===== config.mk =====
export PLATFORM = sky130hd
export DESIGN_NAME = mac_uart_top
export DESIGN_NICKNAME = d
export VERILOG_FILES = /design/src/common/mac_pkg.sv /design/src/mac/mac_operand_collector.sv /design/src/mac/mac_unit.sv /design/src/clear_debouncer.sv /design/src/mac_uart_top.sv /design/src/uart/uart_rx.sv /design/src/uart/uart_tx.sv
export SDC_FILE = /design/constraint.sdc
export NUM_CORES = 1
export LEC_CHECK = 0
export BUFFER_PORTS_ARGS = -buffer_cell sky130_fd_sc_hd__buf_4
export CAP_MARGIN = 20
export CORE_UTILIZATION = 60
export DETAILED_ROUTE_END_ITERATION = 12
export GPL_TIMING_DRIVEN = 1
export HOLD_SLACK_MARGIN = 0.15
export PLACE_DENSITY = 0.77
export SETUP_SLACK_MARGIN = 0.15
export SYNTH_ARGS = -nofsm -noshare
export SYNTH_HDL_FRONTEND = slang
export SYNTH_SLANG_ARGS = --single-unit

===== constraint.sdc =====
create_clock -name CLK -period 8.7 [get_ports CLK]
set_input_delay 0.87 -clock CLK [delete_from_list [all_inputs] [get_ports CLK]]
set_output_delay 0.87 -clock CLK [all_outputs]
set_load 0.1 [all_outputs]

===== src/common/mac_pkg.sv =====
// Shared widths, operand types and timing constants for the UART MAC harness

package mac_pkg;

	// serial data byte
	typedef logic [7:0] byte_t;

	// one MAC operand, bytes are zero-extended into it
	typedef logic [17:0] operand_t;

	// registered product of two operands
	typedef logic [35:0] product_t;

	// running sum, wraps modulo 2**48
	typedef logic [47:0] acc_t;

	// clock cycles per UART bit
	localparam int CLKS_PER_BIT = 16;

	// width of the bit-time counters in rx and tx
	localparam int BIT_CNT_W = $clog2(CLKS_PER_BIT);

	// consecutive equal samples before a switch level counts as settled
	localparam int DEBOUNCE_CYCLES = 32;

	// width of the debounce stability counter
	localparam int DEBOUNCE_CNT_W = $clog2(DEBOUNCE_CYCLES);

	// operand phase of the collector
	typedef enum logic {
		WAIT_A,
		WAIT_B
	} collector_state_t;

endpackage


===== src/mac/mac_operand_collector.sv =====
// Operand collector that pairs received bytes into MAC operands and queues the result byte
`timescale 1ns/1ps

module mac_operand_collector (
	input  logic              CLK,
	input  logic              RESET,
	input  logic              clear,
	input  mac_pkg::byte_t    rx_data,
	input  logic              rx_valid,
	output mac_pkg::operand_t operand_a,
	output mac_pkg::operand_t operand_b,
	output logic              mac_start,
	input  mac_pkg::acc_t     acc,
	input  logic              acc_valid,
	output mac_pkg::byte_t    tx_data,
	output logic              tx_start,
	input  logic              tx_busy
);

	mac_pkg::collector_state_t phase;

	// phase and strobes
	always_ff @(posedge CLK or posedge RESET) begin
		if (RESET) begin
			phase     <= mac_pkg::WAIT_A;
			mac_start <= 1'b0;
			tx_start  <= 1'b0;
		end else if (clear) begin
			// a held first byte is forgotten here
			phase     <= mac_pkg::WAIT_A;
			mac_start <= 1'b0;
			tx_start  <= 1'b0;
		end else begin
			mac_start <= 1'b0;
			tx_start  <= acc_valid;
			if (rx_valid) begin
				case (phase)
					mac_pkg::WAIT_A: phase <= mac_pkg::WAIT_B;
					mac_pkg::WAIT_B: begin
						phase     <= mac_pkg::WAIT_A;
						mac_start <= 1'b1;
					end
					default: phase <= mac_pkg::WAIT_A;
				endcase
			end
		end
	end

	// operand registers, bytes zero-extended
	always_ff @(posedge CLK) begin
		if (rx_valid) begin
			if (phase == mac_pkg::WAIT_A) begin
				operand_a <= mac_pkg::operand_t'(rx_data);
			end else begin
				operand_b <= mac_pkg::operand_t'(rx_data);
			end
		end
	end

	// only the low accumulator byte goes back on the line
	always_ff @(posedge CLK) begin
		if (acc_valid) begin
			tx_data <= acc[7:0];
		end
	end

	// the serial pair rate leaves the transmitter idle before each result
	assert property (@(posedge CLK) disable iff (RESET) acc_valid |-> !tx_busy);

endmodule


===== src/mac/mac_unit.sv =====
// Two-stage unsigned multiply-accumulate into a 48-bit accumulator with synchronous clear
`timescale 1ns/1ps

module mac_unit (
	input  logic              CLK,
	input  logic              RESET,
	input  logic              clear,
	input  mac_pkg::operand_t operand_a,
	input  mac_pkg::operand_t operand_b,
	input  logic              mac_start,
	output mac_pkg::acc_t     acc,
	output logic              acc_valid
);

	mac_pkg::product_t product_q;
	logic              product_valid;

	// stage 1 product
	always_ff @(posedge CLK) begin
		if (mac_start) begin
			product_q <= mac_pkg::product_t'(operand_a) * mac_pkg::product_t'(operand_b);
		end
	end

	always_ff @(posedge CLK or posedge RESET) begin
		if (RESET) begin
			product_valid <= 1'b0;
		end else if (clear) begin
			product_valid <= 1'b0;
		end else begin
			product_valid <= mac_start;
		end
	end

	// stage 2 accumulate, wraps at 48 bits
	always_ff @(posedge CLK or posedge RESET) begin
		if (RESET) begin
			acc       <= '0;
			acc_valid <= 1'b0;
		end else if (clear) begin
			acc       <= '0;
			acc_valid <= 1'b0;
		end else begin
			acc_valid <= product_valid;
			if (product_valid) begin
				acc <= acc + mac_pkg::acc_t'(product_q);
			end
		end
	end

endmodule


===== src/clear_debouncer.sv =====
// Clear switch debouncer that turns a settled low level on clear_n into a one-cycle strobe
`timescale 1ns/1ps

module clear_debouncer (
	input  logic CLK,
	input  logic RESET,
	input  logic clear_n,
	output logic clear
);

	logic                                sync_q1;
	logic                                sync_q2;
	logic                                level;
	logic [mac_pkg::DEBOUNCE_CNT_W-1:0] stable_cnt;

	// two-flop synchronizer, the switch idles high
	always_ff @(posedge CLK or posedge RESET) begin
		if (RESET) begin
			sync_q1 <= 1'b1;
			sync_q2 <= 1'b1;
		end else begin
			sync_q1 <= clear_n;
			sync_q2 <= sync_q1;
		end
	end

	// count samples that disagree with the settled level
	always_ff @(posedge CLK or posedge RESET) begin
		if (RESET) begin
			level      <= 1'b1;
			stable_cnt <= '0;
			clear      <= 1'b0;
		end else begin
			clear <= 1'b0;
			if (sync_q2 == level) begin
				stable_cnt <= '0;
			end else if (stable_cnt == mac_pkg::DEBOUNCE_CYCLES - 1) begin
				stable_cnt <= '0;
				level      <= sync_q2;
				// strobe only on the falling edge of the settled level
				clear      <= level & ~sync_q2;
			end else begin
				stable_cnt <= stable_cnt + 1'b1;
			end
		end
	end

	// re-arming needs a full settled high period, so strobes never touch
	assert property (@(posedge CLK) disable iff (RESET) clear |=> !clear);

endmodule


===== src/mac_uart_top.sv =====
// Top level of the UART MAC harness joining receiver, collector, MAC, transmitter and clear
`timescale 1ns/1ps

module mac_uart_top (
	input  logic CLK,
	input  logic RESET,
	input  logic rx,
	input  logic clear_n,
	output logic tx
);

	mac_pkg::byte_t    rx_data;
	logic              rx_valid;
	mac_pkg::operand_t operand_a;
	mac_pkg::operand_t operand_b;
	logic              mac_start;
	mac_pkg::acc_t     acc;
	logic              acc_valid;
	mac_pkg::byte_t    tx_data;
	logic              tx_start;
	logic              tx_busy;
	logic              clear;

	clear_debouncer u_clear (
		.CLK     (CLK),
		.RESET   (RESET),
		.clear_n (clear_n),
		.clear   (clear)
	);

	uart_rx u_rx (
		.CLK      (CLK),
		.RESET    (RESET),
		.rx       (rx),
		.rx_data  (rx_data),
		.rx_valid (rx_valid)
	);

	mac_operand_collector u_collector (
		.CLK       (CLK),
		.RESET     (RESET),
		.clear     (clear),
		.rx_data   (rx_data),
		.rx_valid  (rx_valid),
		.operand_a (operand_a),
		.operand_b (operand_b),
		.mac_start (mac_start),
		.acc       (acc),
		.acc_valid (acc_valid),
		.tx_data   (tx_data),
		.tx_start  (tx_start),
		.tx_busy   (tx_busy)
	);

	mac_unit u_mac (
		.CLK       (CLK),
		.RESET     (RESET),
		.clear     (clear),
		.operand_a (operand_a),
		.operand_b (operand_b),
		.mac_start (mac_start),
		.acc       (acc),
		.acc_valid (acc_valid)
	);

	uart_tx u_tx (
		.CLK      (CLK),
		.RESET    (RESET),
		.tx_data  (tx_data),
		.tx_start (tx_start),
		.tx       (tx),
		.tx_busy  (tx_busy)
	);

endmodule


===== src/uart/uart_rx.sv =====
// UART receiver for 8N1 frames that strobes each byte at the middle of its stop bit
`timescale 1ns/1ps

module uart_rx (
	input  logic           CLK,
	input  logic           RESET,
	input  logic           rx,
	output mac_pkg::byte_t rx_data,
	output logic           rx_valid
);

	typedef enum logic [1:0] {
		RX_IDLE,
		RX_START,
		RX_DATA,
		RX_STOP
	} rx_state_t;

	rx_state_t                      state;
	logic [mac_pkg::BIT_CNT_W-1:0] clk_cnt;
	logic [2:0]                     bit_idx;
	mac_pkg::byte_t                 shift_q;

	always_ff @(posedge CLK or posedge RESET) begin
		if (RESET) begin
			state    <= RX_IDLE;
			clk_cnt  <= '0;
			bit_idx  <= '0;
			rx_valid <= 1'b0;
		end else begin
			rx_valid <= 1'b0;
			case (state)
				RX_IDLE: begin
					clk_cnt <= '0;
					if (!rx) begin
						state <= RX_START;
					end
				end
				RX_START: begin
					// look at the start bit again half a bit later
					if (clk_cnt == mac_pkg::CLKS_PER_BIT / 2 - 1) begin
						clk_cnt <= '0;
						bit_idx <= '0;
						state   <= rx ? RX_IDLE : RX_DATA;
					end else begin
						clk_cnt <= clk_cnt + 1'b1;
					end
				end
				RX_DATA: begin
					if (clk_cnt == mac_pkg::CLKS_PER_BIT - 1) begin
						clk_cnt <= '0;
						bit_idx <= bit_idx + 1'b1;
						if (bit_idx == 3'd7) begin
							state <= RX_STOP;
						end
					end else begin
						clk_cnt <= clk_cnt + 1'b1;
					end
				end
				RX_STOP: begin
					if (clk_cnt == mac_pkg::CLKS_PER_BIT - 1) begin
						clk_cnt <= '0;
						// a low stop bit drops the byte
						rx_valid <= rx;
						state    <= RX_IDLE;
					end else begin
						clk_cnt <= clk_cnt + 1'b1;
					end
				end
				default: state <= RX_IDLE;
			endcase
		end
	end

	// data bits arrive lsb first
	always_ff @(posedge CLK) begin
		if (state == RX_DATA && clk_cnt == mac_pkg::CLKS_PER_BIT - 1) begin
			shift_q <= {rx, shift_q[7:1]};
		end
	end

	assign rx_data = shift_q;

endmodule


===== src/uart/uart_tx.sv =====
// UART transmitter that sends one 8N1 frame per start strobe and flags busy meanwhile
`timescale 1ns/1ps

module uart_tx (
	input  logic           CLK,
	input  logic           RESET,
	input  mac_pkg::byte_t tx_data,
	input  logic           tx_start,
	output logic           tx,
	output logic           tx_busy
);

	logic [mac_pkg::BIT_CNT_W-1:0] clk_cnt;
	logic [3:0]                     bit_idx;
	logic [8:0]                     frame_q;

	always_ff @(posedge CLK or posedge RESET) begin
		if (RESET) begin
			tx      <= 1'b1;
			tx_busy <= 1'b0;
			clk_cnt <= '0;
			bit_idx <= '0;
		end else if (!tx_busy) begin
			if (tx_start) begin
				// start bit goes out right away
				tx      <= 1'b0;
				tx_busy <= 1'b1;
				clk_cnt <= '0;
				bit_idx <= '0;
			end
		end else if (clk_cnt == mac_pkg::CLKS_PER_BIT - 1) begin
			clk_cnt <= '0;
			if (bit_idx == 4'd9) begin
				// stop bit has been held for a full bit time
				tx_busy <= 1'b0;
			end else begin
				tx      <= frame_q[0];
				bit_idx <= bit_idx + 1'b1;
			end
		end else begin
			clk_cnt <= clk_cnt + 1'b1;
		end
	end

	// data lsb first, then the stop bit shifted in from the top
	always_ff @(posedge CLK) begin
		if (!tx_busy && tx_start) begin
			frame_q <= {1'b1, tx_data};
		end else if (tx_busy && clk_cnt == mac_pkg::CLKS_PER_BIT - 1) begin
			frame_q <= {1'b1, frame_q[8:1]};
		end
	end

	// a start while busy would be lost, there is no queue
	assert property (@(posedge CLK) disable iff (RESET) tx_start |-> !tx_busy);

endmodule

======== Word level (Yosys, flattened, before mapping) ========
Cells that the tools add are included.
Widths: inputs -> output; s select.
word-level totals
  flip-flop bits (word level) ............. 158
  input port bits ......................... 4
  output and inout port bits .............. 1
  logic and storage cells ................. 116
operators by class
  $add $sub $neg .......................... 6
  multipliers ............................. 1
  equal/unequal tests ..................... 17
  muxes and demuxes ....................... 46
  bitwise gates (word level) .............. 4
  reductions and logical operators ........ 17
operators by type and width
  cell                 count
  $mux 48              2
  $add 48x36->48       1
  $mux 4               8
  $mux 1               20
  $mul 8x8->16         1
  $mux 8               2
  $add 4x1->4 const B  3
  $eq 4x4->1 const B   3
  $mux 2               6
  $pmux 4 s3           1
  $mux 5               2
  $reduce_bool 2->1    5
  $ne 2x1->1 const B   4
  $pmux 2 s4           1
  $mux 3               2
  $ne 2x2->1 const B   3
  $pmux 3 s2           1
  $reduce_and 2->1     3
  $reduce_and 3->1     2
  $add 5x1->5 const B  1
  $eq 5x5->1 const B   1
  $reduce_and 5->1     1
  $eq 2x2->1 const B   2
  $eq 4x3->1 const B   1
  other kinds (11)     15

======== Depth between registers and ports, before layout ========
Gate-level depths: netlist (run 1).
  word-level depth ........................ 4
  mapped depth ............................ 14

======== Modules after synthesis ========
From an unflattened synthesis (run 1), not the netlist that was laid out.
unflattened totals
  cells, all modules ...................... 1935
  area total of the unflattened synthesis .. 18617.9 um2
by module, submodules not included
  module                 times used  cells an instance  area an instance (um2)  sequential area each (um2)
  mac_unit               1           1717               15549.9                 2332.2
  mac_operand_collector  1           55                 1003.5                  795.8
  uart_tx                1           74                 890.9                   491.7
  uart_rx                1           62                 800.8                   490.5
  clear_debouncer        1           27                 372.9                   229.0

======== Worst setup path before layout (run 1) ========
OpenSTA, ideal clock, no wires.
  path type ............................... register to register
  from .................................... register u_collector.operand_a[1]
  to ...................................... register u_mac.product_q[7], data pin
  setup time .............................. 260 ps
  data arrival time ....................... 3191 ps
  required time ........................... 8440 ps
  slack ................................... 5249 ps
  stages on the path, launching flop included .. 12
  path buffers ............................ 0
  clock period less this slack ............ 3451 ps
  cell sequence ........................... edfxtp_1 > and2_1 > fa_1 > inv_1 > fa_1 > fa_1 > fa_1 > inv_1 > ha_1 > a21oi_1 > xnor2_1 > xnor2_1
on the way
  cells in the longest elaborated chain, start to end .. 1
ends and longest elaborated chain
  what                    RTL line                     text
  from (decl)             mac_operand_collector.sv:10  output mac_pkg::operand_t operand_a,
  from (signal assigned)  mac_operand_collector.sv:53  operand_a <= mac_pkg::operand_t'(rx_data);
  $mul 8x8->16            mac_unit.sv:21               product_q <= mac_pkg::product_t'(operand_a) * mac_pkg::product_t'(operand_b);
  to (signal assigned)    mac_unit.sv:21
  to (decl)               mac_unit.sv:15               mac_pkg::product_t product_q;
No other way between the ends.
A chain may end at the register's enable or synchronous reset.

======== Final worst setup path (run 1) ========
Ends and elaborated chain as after synthesis.

==> impl_metrics.csv, run 1 <==
group,metric,value,unit
clocking,clock_sinks,90,
floorplanning,initial_core_util,63.2,%
drt,route.detailed.wl_per_inst,13.9,um
global_route,grt_max_degree,43,
global_route,grt_use_total,19.5,%
clocking,cts_tree,"yes",
final_layout,multiInputGateArea,0.00201,sq mm
timing,period_share,41.2,%
floorplanning,num_rows,31,
timing,setup_viol,0,
critical_path,cp.required,8.81,ns
worst_hold_path,min_to,"u_clear.sync_q2",
clocking,max-clock-path-buffers,2,
clocking,cts.htree.levels,3,
clocking,worstSkewPairLatency,0.35,ns
critical_path,crit_type,"register to register",
global_route,grt-ovfl-total,0,
final_layout,drive_gt1_share,6.85,%
logic_synthesis,synth_area_per_cell,11.9,sq um
critical_path,r2r_cells,11,
critical_path,startpoint_type,"register",
worst_hold_path,hold_depth,0,
power,cellPowerDensity,141,mW/mm^2
logic_synthesis,yosysWarnings,0,
clocking,cts_setup_buffers,0,
placed_design,portBuffers,4,
critical_path,cp_max_fo,7,
global_route,grt_pass1_wl,12.7,mm
timing,fmaxAchievable,279,MHz
timing,timing.setup.tns,0,ns
final_layout,final_cell_mix,"edfxtp_1, nand2_1, inv_1",
final_layout,register_area,0.00250,sq mm
clocking,cts_hold_buf,0,
timing,rsz0062_at_grt,"false",
drt,viasPerCell,5.34,
timing,slew_headroom,51.7,%
drt,drt_first_pass_iters,4,
drt,vias,2714,
timing,finalHoldViolCount,0,
placed_design,dp_cells,492,
clocking,cts_buffers,9,
drt,drtIter0Drc,123,
timing,final-max-slew-violation-count,0,
logic_synthesis,synth-seq-area-share,53.3,%
global_route,grt_pass1_vias,2825,
drt,drc_errors,0,
critical_path,rr_startpoint,"u_collector.operand_a[1]",
timing,max_slew.worst_pin.slew,0.722,ns
drt,drt_wl_total,7.07,mm
run_status,status,"finished clean",
floorplanning,ios,5,
floorplanning,design.die.area,0.00816,sq mm
clocking,clk_pin_slew_worst_paths,0.09,ns
floorplanning,core-area,0.00741,sq mm
critical_path,crit_path_end_kind,"register",
floorplanning,die_w,90.4,um
logic_synthesis,synth.cell_area,0.00468,sq mm
logic_synthesis,ys_ff_latch,90,
global_route,antenna_found_initial,0,
clocking,root_buffer,"clkbuf_8",
worst_hold_path,min_path_type,"register to register",
final_layout,finalNonFillerCells,508,
final_layout,fillCellCount,540,
clocking,cts_resized,0,
worst_hold_path,hold_start,"u_clear.sync_q1",
flow_run,maxCapViolations,0,
placed_design,routabilityCongestion,0.865,
timing,clock_skew,0.0127,ns
drt,antenna_left,0,
final_layout,diodes,0,
final_layout,areaGrowthSynthToFinish,6.52,%
critical_path,reg2reg_setup_slack,5.11,ns
placed_design,dp_hpwl,5.36,mm
power,ir_worst_vdd,121,uV
final_layout,utilization,67.3,%
power,leakage,2.16,nW
critical_path,arrival,3.69,ns
final_layout,final_common_cell,"edfxtp_1",
critical_path,r2r_end,"u_mac.product_q[7]",
logic_synthesis,synth_cells,394,
final_layout,nets,459,
timing,period_minus_slack,3.59,ns
logic_synthesis,syn-num-nets,449,
floorplanning,die_h,90.4,um
logic_synthesis,synth.distinct_cells,44,
-- worst max-delay path: stages, from the launching register on --
cell and delay [ns]:
edfxtp_1 0.45, and2_1 0.21, fa_1 0.41, inv_1 0.09, fa_1 0.41, fa_1 0.47, fa_1 0.54, inv_1 0.04
ha_1 0.32, a21oi_1 0.17, xnor2_1 0.15, xnor2_1 0.08
-- Yosys cell counts (all sizes together) --
master,n,area (sq um)
nand3,6,30.0
xnor2,19,166
edfxtp,48,1440
buf,2,10.0
o21ai,11,58.8
ha,38,475
mux2i,6,60.1
clkbuf,4,15.0
nor2b,11,68.8
nand3b,1,7.51
o31ai,3,27.5
nor2,14,52.6
nor4bb,1,10.0
a31oi,4,25.0
fa,13,260
a311o,1,10.0
o211ai,4,30.0
mux2,3,33.8
o21bai,1,7.51
a21o,2,15.0
nand2,44,165
nor3b,3,22.5
and3,4,25.0
nand2b,8,50.1
nor4b,1,8.76
a22oi,1,7.51
nand4b,1,8.76
a21oi,8,43.8
a22o,3,26.3
o22ai,1,6.26
a211oi,1,7.51
and3b,2,17.5
nor3,9,50.1
dfrtp,38,951
nand4,2,12.5
xor2,8,70.1
and2,24,150
inv,40,150
dfstp,4,105
-- area by class of cell --
cell class                 count  area share (%)
clock buffer                  11            2.63
clock inverter                 5           0.752
inverter                      40            3.01
multi-input combinational    258            40.3
sequential                    90            50.1
tap                           99            2.48
timing repair buffer           5           0.752
-- layer usage --
| metal | share of wire, % | vias to the layer above | track usage, % |
|---|---|---|---|
| met1 | 46 | 1329 | 25.5 |
| li1 | - | 1352 | - |
| met2 | 50 | 22 | 32.6 |
| met3 | 2.3 | 11 | 4.29 |
| met5 | 0 | - | 0 |
| met4 | 1.4 | 0 | 6.45 |
-- cells by family (layout without fill, tap and decap cells) --
kind of cell	count (synthesis)	in the layout	synth area share (%)
AND/OR/NAND/NOR	131	131	14.5
multiplexers	9	9	2.00
flip-flops	90	90	53.3
AO/OA/AOI/OAI	40	40	5.66
buffers and inverters	46	61	3.74
XOR/XNOR	27	27	5.05
adder cells (fa/ha/maj)	51	51	15.7
-- sequential cells by signal (all words and copies together) (netlist names), 3 cells and up, named ones only --
name / flops
u_rx.clk_cnt: 4
u_rx.bit_idx: 3
u_clear.stable_cnt: 5
u_mac.product_q: 8
u_collector.tx_data: 8
u_tx.clk_cnt: 4
u_collector.operand_b: 8
u_rx.rx_data: 8
u_collector.operand_a: 8
u_tx.frame_q: 8
u_tx.bit_idx: 4
u_mac.acc: 8
-- power by group --
part / switching [W] / internal [W] / leakage [nW]
logic: 0.00000537 / 0.00000257 / 1.13
clock network: 0.000143 / 0.000106 / 0.0820
registers: 0.000000997 / 0.000447 / 0.947
-- worst max path at each step --
stage                             start  slack, ns  cells past startpoint                  to
2_1_floorplan  u_collector.operand_a[1]       5.25                     11  u_mac.product_q[7]
3_3_place_gp   u_collector.operand_a[1]       5.17                     11  u_mac.product_q[7]
3_5_place_dp   u_collector.operand_a[1]       5.06                     11  u_mac.product_q[7]
4_1_cts        u_collector.operand_a[1]       5.07                     11  u_mac.product_q[7]
5_1_grt        u_collector.operand_a[1]       4.95                     11  u_mac.product_q[7]
6_report       u_collector.operand_a[1]       5.11                     11  u_mac.product_q[7]
-- metrics by stage --
step | power (W) | instance area [sq um] | setup slack, ns | hold slack, ns
detailed placement | 0.000466 | 4820 | 5.06 | 0.352
finish | 0.000705 | 4990 | 5.11 | 0.354
CTS | 0.000712 | 4990 | 5.07 | 0.351
global route | 0.000728 | 4990 | 4.95 | 0.352
floorplan | 0.000462 | 4680 | 5.25 | 0.345
global placement | 0.000465 | 4820 | 5.17 | 0.346
(Power assumes the default switching activity.)
==> inputs of run 2 (changes only) <==
--- a/config.mk
+++ b/config.mk
@@ -7,7 +7,7 @@
 export LEC_CHECK = 0
 export BUFFER_PORTS_ARGS = -buffer_cell sky130_fd_sc_hd__buf_4
 export CAP_MARGIN = 20
-export CORE_UTILIZATION = 60
+export CORE_UTILIZATION = 57
 export DETAILED_ROUTE_END_ITERATION = 12
 export GPL_TIMING_DRIVEN = 1
 export HOLD_SLACK_MARGIN = 0.15
==> constraint.sdc (replaced) <==
create_clock -name CLK -period 3.3 [get_ports CLK]
set_input_delay 0.33 -clock CLK [delete_from_list [all_inputs] [get_ports CLK]]
set_output_delay 0.33 -clock CLK [all_outputs]
set_load 0.1 [all_outputs]
==> run 2 against run 1 <==
Critical path depth is the same. First-iteration DRC count decreased by 37%. The flow now finishes with violations (negative setup slack). Highest routed layer unchanged. Wire length rose by 2.8%.
==> impl_metrics.csv, run 2 (synthesis gave the netlist of run 1 again) <==
group,metric,value,unit
run_status,status,"complete, but fails checks",
run_status,violations,"negative setup slack",
power,leakage,2.22,nW
critical_path,reg2reg_setup_slack,-0.13,ns
timing,final-max-slew-violation-count,0,
critical_path,cpMostUsedCell,"fa_1",
timing,max_slew.worst_pin.slew,0.711,ns
critical_path,startpoint_type,"register",
critical_path,rr_startpoint,"u_collector.operand_b[2]",
final_layout,nets,473,
final_layout,finalNonFillerCells,525,
final_layout,final_common_cell,"edfxtp_1",
global_route,grt_use_total,19.2,%
drt,viasPerCell,5.28,
critical_path,cp.required,3.41,ns
clocking,cts_buffers,9,
critical_path,crit_path_end_kind,"register",
timing,fmaxAchievable,292,MHz
clocking,cts_tree,"yes",
global_route,grt_pass1_wl,12.8,mm
global_route,grt_max_degree,43,
timing,period_minus_slack,3.43,ns
critical_path,critPathBufInv,2,
timing,clock_skew,0.0141,ns
final_layout,drive_gt1_share,14.4,%
drt,drt_wl_total,7.27,mm
floorplanning,ios,5,
critical_path,cp_cell_sequence,"and2_4, fa_2, inv_2, fa_1, fa_1, fa_1, inv_2, ha_4, a21oi_2, xnor2_1, xnor2_1",
critical_path,slowest_delay,0.56,ns
floorplanning,design.die.area,0.00858,sq mm
timing,period_share,104,%
drt,drtIter0Drc,78,
placed_design,place_area,0.00493,sq mm
worst_hold_path,hold_depth,1,
timing,fin_ws,-0.126,ns
floorplanning,die_h,92.6,um
critical_path,cpMaxStageDelayCell,"fa_1",
clocking,clock_sinks,90,
drt,antenna_left,0,
global_route,antenna_found_initial,0,
critical_path,cp_top_family,"adder cells",
clocking,clk_pin_slew_worst_paths,0.10,ns
placed_design,dp_cells,504,
clocking,max-clock-path-buffers,2,
final_layout,areaGrowthSynthToFinish,10.7,%
clocking,root_buffer,"clkbuf_8",
worst_hold_path,min_path_type,"input pin to register",
clocking,cts.htree.levels,3,
drt,drc_errors,0,
timing,finalHoldViolCount,0,
floorplanning,initial_core_util,59.7,%
critical_path,crit_start,"u_collector.operand_b[2]",
flow_run,maxCapViolations,0,
critical_path,arrival,3.54,ns
timing,slew_headroom,52.5,%
drt,route.detailed.wl_per_inst,13.8,um
placed_design,dp_hpwl,5.27,mm
global_route,grt_pass1_vias,2877,
clocking,worstSkewPairLatency,0.36,ns
floorplanning,num_rows,32,
final_layout,fin_area,0.00518,sq mm
timing,rsz0062_at_grt,"true",
critical_path,r2r_end,"u_mac.product_q[7]",
final_layout,final_cell_mix,"edfxtp_1, nand2_1, dfrtp_1",
placed_design,dp_slack,-0.136,ns
worst_hold_path,min_to,"u_rx.rx_data[7]",
placed_design,portBuffers,4,
placed_design,routabilityCongestion,0.873,
global_route,grt-ovfl-total,0,
critical_path,cp_max_fo,6,
critical_path,r2r_cells,11,
worst_hold_path,hold_start,"rx",
critical_path,crit_type,"register to register",
drt,vias,2770,
power,ir_worst_vdd,338,uV
power,cellPowerDensity,364,mW/mm^2
floorplanning,die_w,92.6,um
timing,setup_viol,2,
drt,drt_first_pass_iters,4,
final_layout,utilization,66.1,%
floorplanning,core-area,0.00785,sq mm
final_layout,diodes,0,
[run 2: repair_timing]
action | 4_1_cts | 5_1_grt
pin swaps | 7 | 1
cloned | 0 | 0
setup endpoints to repair | 3 | 3
setup buffers | 2 | 1
gates resized for setup | 1 | 12
hold buffers | 2 | 0
endpoints found under the hold margin | 39 | 0
[run 2: cell type report]
cell class,count,area (sq um)
Fill cell,610,2660
Sequential cell,90,2500
Multi-Input combinational cell,258,2070
Timing Repair Buffer,19,159
Inverter,40,150
Tap cell,102,128
Clock buffer,9,124
Clock inverter,7,52.6
[run 2: worst register-to-register path, stage by stage (launching register included)]
cell      delay, ns
edfxtp_1       0.47
and2_4         0.18
fa_2           0.38
inv_2          0.06
fa_1           0.41
fa_1           0.48
fa_1           0.56
inv_2          0.04
ha_4           0.22
a21oi_2        0.15
xnor2_1        0.15
xnor2_1        0.08
[run 2: power breakdown]
part | internal [W] | switching [W]
Combinational | 0.00000830 | 0.0000147
Clock | 0.000278 | 0.000405
Sequential | 0.00118 | 0.00000246
[run 2: worst max-delay path by stage]
stage / end / slack [ns] / cells past startpoint
floorplan: u_mac.product_q[7] / -0.01 / 11
global placement: u_mac.product_q[7] / -0.06 / 11
detailed placement: u_mac.product_q[7] / -0.14 / 11
CTS: u_mac.product_q[7] / -0.11 / 11
global route: u_mac.product_q[7] / -0.25 / 11
finish: u_mac.product_q[7] / -0.13 / 11
[run 2: layer usage]
metal | GRT usage [%] | vias to the layer above | wire length, um
met4 | 7.56 | 0 | 138
met3 | 4.02 | 14 | 154
met5 | 0 | - | 0
li1 | - | 1376 | -
met1 | 24.2 | 1344 | 3390
met2 | 32.5 | 36 | 3580
[run 2: metrics by stage]
step	hold WS, ns	setup TNS, ns	total power [W]
global route	0.168	-0.403	0.00196
global placement	0.348	-0.0584	0.00123
floorplan	0.334	-0.0115	0.00122
detailed placement	0.348	-0.136	0.00123
CTS	0.165	-0.188	0.00191
finish	0.188	-0.183	0.00189
==> inputs of run 3 (changes only) <==
--- a/config.mk
+++ b/config.mk
@@ -7,11 +7,12 @@
 export LEC_CHECK = 0
 export BUFFER_PORTS_ARGS = -buffer_cell sky130_fd_sc_hd__buf_4
 export CAP_MARGIN = 20
-export CORE_UTILIZATION = 57
+export CORE_UTILIZATION = 59
+export CTS_BUF_LIST = sky130_fd_sc_hd__clkbuf_8
 export DETAILED_ROUTE_END_ITERATION = 12
 export GPL_TIMING_DRIVEN = 1
 export HOLD_SLACK_MARGIN = 0.15
-export PLACE_DENSITY = 0.77
+export PLACE_DENSITY = 0.79
 export SETUP_SLACK_MARGIN = 0.15
 export SYNTH_ARGS = -nofsm -noshare
 export SYNTH_HDL_FRONTEND = slang
==> run 3 against run 2 <==
The run still ends with negative setup slack left. Design area rose by 1.5%. Largest power group unchanged. Clock-buffer cell count did not move. Global-route usage rose by 1.2 points. Flip-flop and latch count did not move. Setup slack improved by 0.083 ns. Critical endpoint unchanged. Clock power rose by 16%. Critical path depth did not move. Highest routed layer unchanged. Wire length rose by 3.7%.
==> impl_metrics.csv, run 3 (synthesis gave the netlist of run 1 again) <==
group,metric,value,unit
clocking,cts.htree.levels,3,
final_layout,final_common_cell,"edfxtp_1",
power,ir_worst_vdd,322,uV
timing,rsz0062_at_grt,"true",
power,leakage,2.28,nW
drt,antenna_left,0,
timing,fmaxAchievable,299,MHz
critical_path,reg2reg_setup_slack,-0.04,ns
critical_path,startpoint_type,"register",
timing,period_share,101,%
floorplanning,design.die.area,0.00830,sq mm
critical_path,arrival,3.45,ns
placed_design,routabilityCongestion,0.887,
timing,clock_skew,0.0126,ns
placed_design,dp_slack,-0.154,ns
floorplanning,die_h,91.1,um
timing,slew_headroom,40.7,%
critical_path,cp.required,3.40,ns
timing,period_minus_slack,3.34,ns
clocking,cts_tree,"yes",
critical_path,crit_type,"register to register",
clocking,worstSkewPairLatency,0.35,ns
clocking,clock_sinks,90,
drt,drc_errors,0,
timing,finalHoldViolCount,0,
timing,final-max-slew-violation-count,0,
drt,drtIter0Drc,93,
global_route,grt_use_total,20.4,%
power,cellPowerDensity,379,mW/mm^2
final_layout,nets,476,
floorplanning,num_rows,32,
drt,drt_wl_total,7.54,mm
placed_design,place_area,0.00494,sq mm
clocking,cts_buffers,9,
final_layout,fin_area,0.00526,sq mm
placed_design,portBuffers,4,
final_layout,final_cell_mix,"edfxtp_1, nand2_1, inv_1, dfrtp_1, ha_1",
floorplanning,initial_core_util,60.9,%
clocking,root_buffer,"clkbuf_8",
floorplanning,die_w,91.1,um
floorplanning,ios,5,
flow_run,maxCapViolations,0,
global_route,grt_max_degree,25,
global_route,antenna_found_initial,0,
run_status,status,"complete, but fails checks",
drt,drt_first_pass_iters,4,
final_layout,diodes,0,
global_route,grt_pass1_wl,13.2,mm
drt,viasPerCell,5.27,
critical_path,crit_path_end_kind,"register",
final_layout,areaGrowthSynthToFinish,12.4,%
final_layout,fillCellCount,566,
global_route,grt_pass1_vias,2930,
timing,fin_ws,-0.0435,ns
worst_hold_path,min_path_type,"input pin to asynchronous set/reset pin",
critical_path,cp_max_fo,5,
final_layout,drive_gt1_share,15.5,%
placed_design,dp_hpwl,5.52,mm
clocking,max-clock-path-buffers,2,
timing,setup_viol,1,
floorplanning,core-area,0.00769,sq mm
drt,route.detailed.wl_per_inst,14.3,um
drt,vias,2784,
clocking,clk_pin_slew_worst_paths,0.09,ns
run_status,violations,"negative setup slack",
timing,max_slew.worst_pin.slew,0.889,ns
global_route,grt-ovfl-total,0,
[run 3: worst paths after layout]
kind                                           from                     to  cells past startpoint
setup / recovery           u_collector.operand_b[2]     u_mac.product_q[7]                     11
hold / removal                                RESET  u_collector.mac_start                      2
setup reg to reg           u_collector.operand_b[2]     u_mac.product_q[7]                     11
hold reg to reg                     u_clear.sync_q1        u_clear.sync_q2                      0
max in group asynchronous                     RESET                u_tx.tx                      3
min in group CLK                                 rx        u_rx.rx_data[7]                      1
[run 3: area by class of cell]
type	count	area [sq um]	area share, %
Multi-Input combinational cell	258	2100	39.9
Timing Repair Buffer	22	175	3.33
Tap cell	102	128	2.43
Clock buffer	9	124	2.35
Inverter	40	150	2.85
Clock inverter	7	87.6	1.66
Sequential cell	90	2500	47.5
[run 3: timing repair]
item,CTS,global route
setup buffers,5,1
setup endpoints to repair,3,3
pin swaps,18,1
hold endpoints to repair,1,0
gates resized for setup,11,4
hold buffers,1,0
[run 3: where the power goes]
| group | leakage [nW] | total [W] | switching (W) | internal (W) |
|---|---|---|---|---|
| combinational | 1.22 | 0.0000228 | 0.0000145 | 0.00000826 |
| sequential | 0.947 | 0.00118 | 0.00000257 | 0.00118 |
| clock | 0.114 | 0.000792 | 0.000371 | 0.000421 |
[run 3: per-stage QoR]
stage	setup TNS [ns]	hold WS (ns)	utilization, %	total power, W	cells
2_1_floorplan	-0.0115	0.334	-	0.00122	394
3_3_place_gp	-0.0578	0.346	64.2	0.00123	505
3_5_place_dp	-0.166	0.352	64.2	0.00123	505
4_1_cts	-0.0123	0.178	67.9	0.00201	527
5_1_grt	-0.301	0.178	68.5	0.00205	528
6_report	-0.0435	0.165	68.5	0.00200	528
[run 3: worst max-delay path: stages (launching register included)]
cell,delay [ns]
edfxtp_1,0.46
and2_4,0.18
fa_2,0.37
inv_2,0.06
fa_1,0.42
fa_1,0.46
fa_1,0.50
inv_2,0.05
ha_4,0.27
a21oi_2,0.05
xnor2_1,0.13
xnor2_1,0.13
[run 3: routing by layer]
metal  up-vias  GRT usage [%]  wire length [um]
met2        33           35.6              3900
met4         0           5.56                76
met1      1353           25.9              3390
li1       1388              -                 -
met5         -              0                 0
met3        10           4.27               168
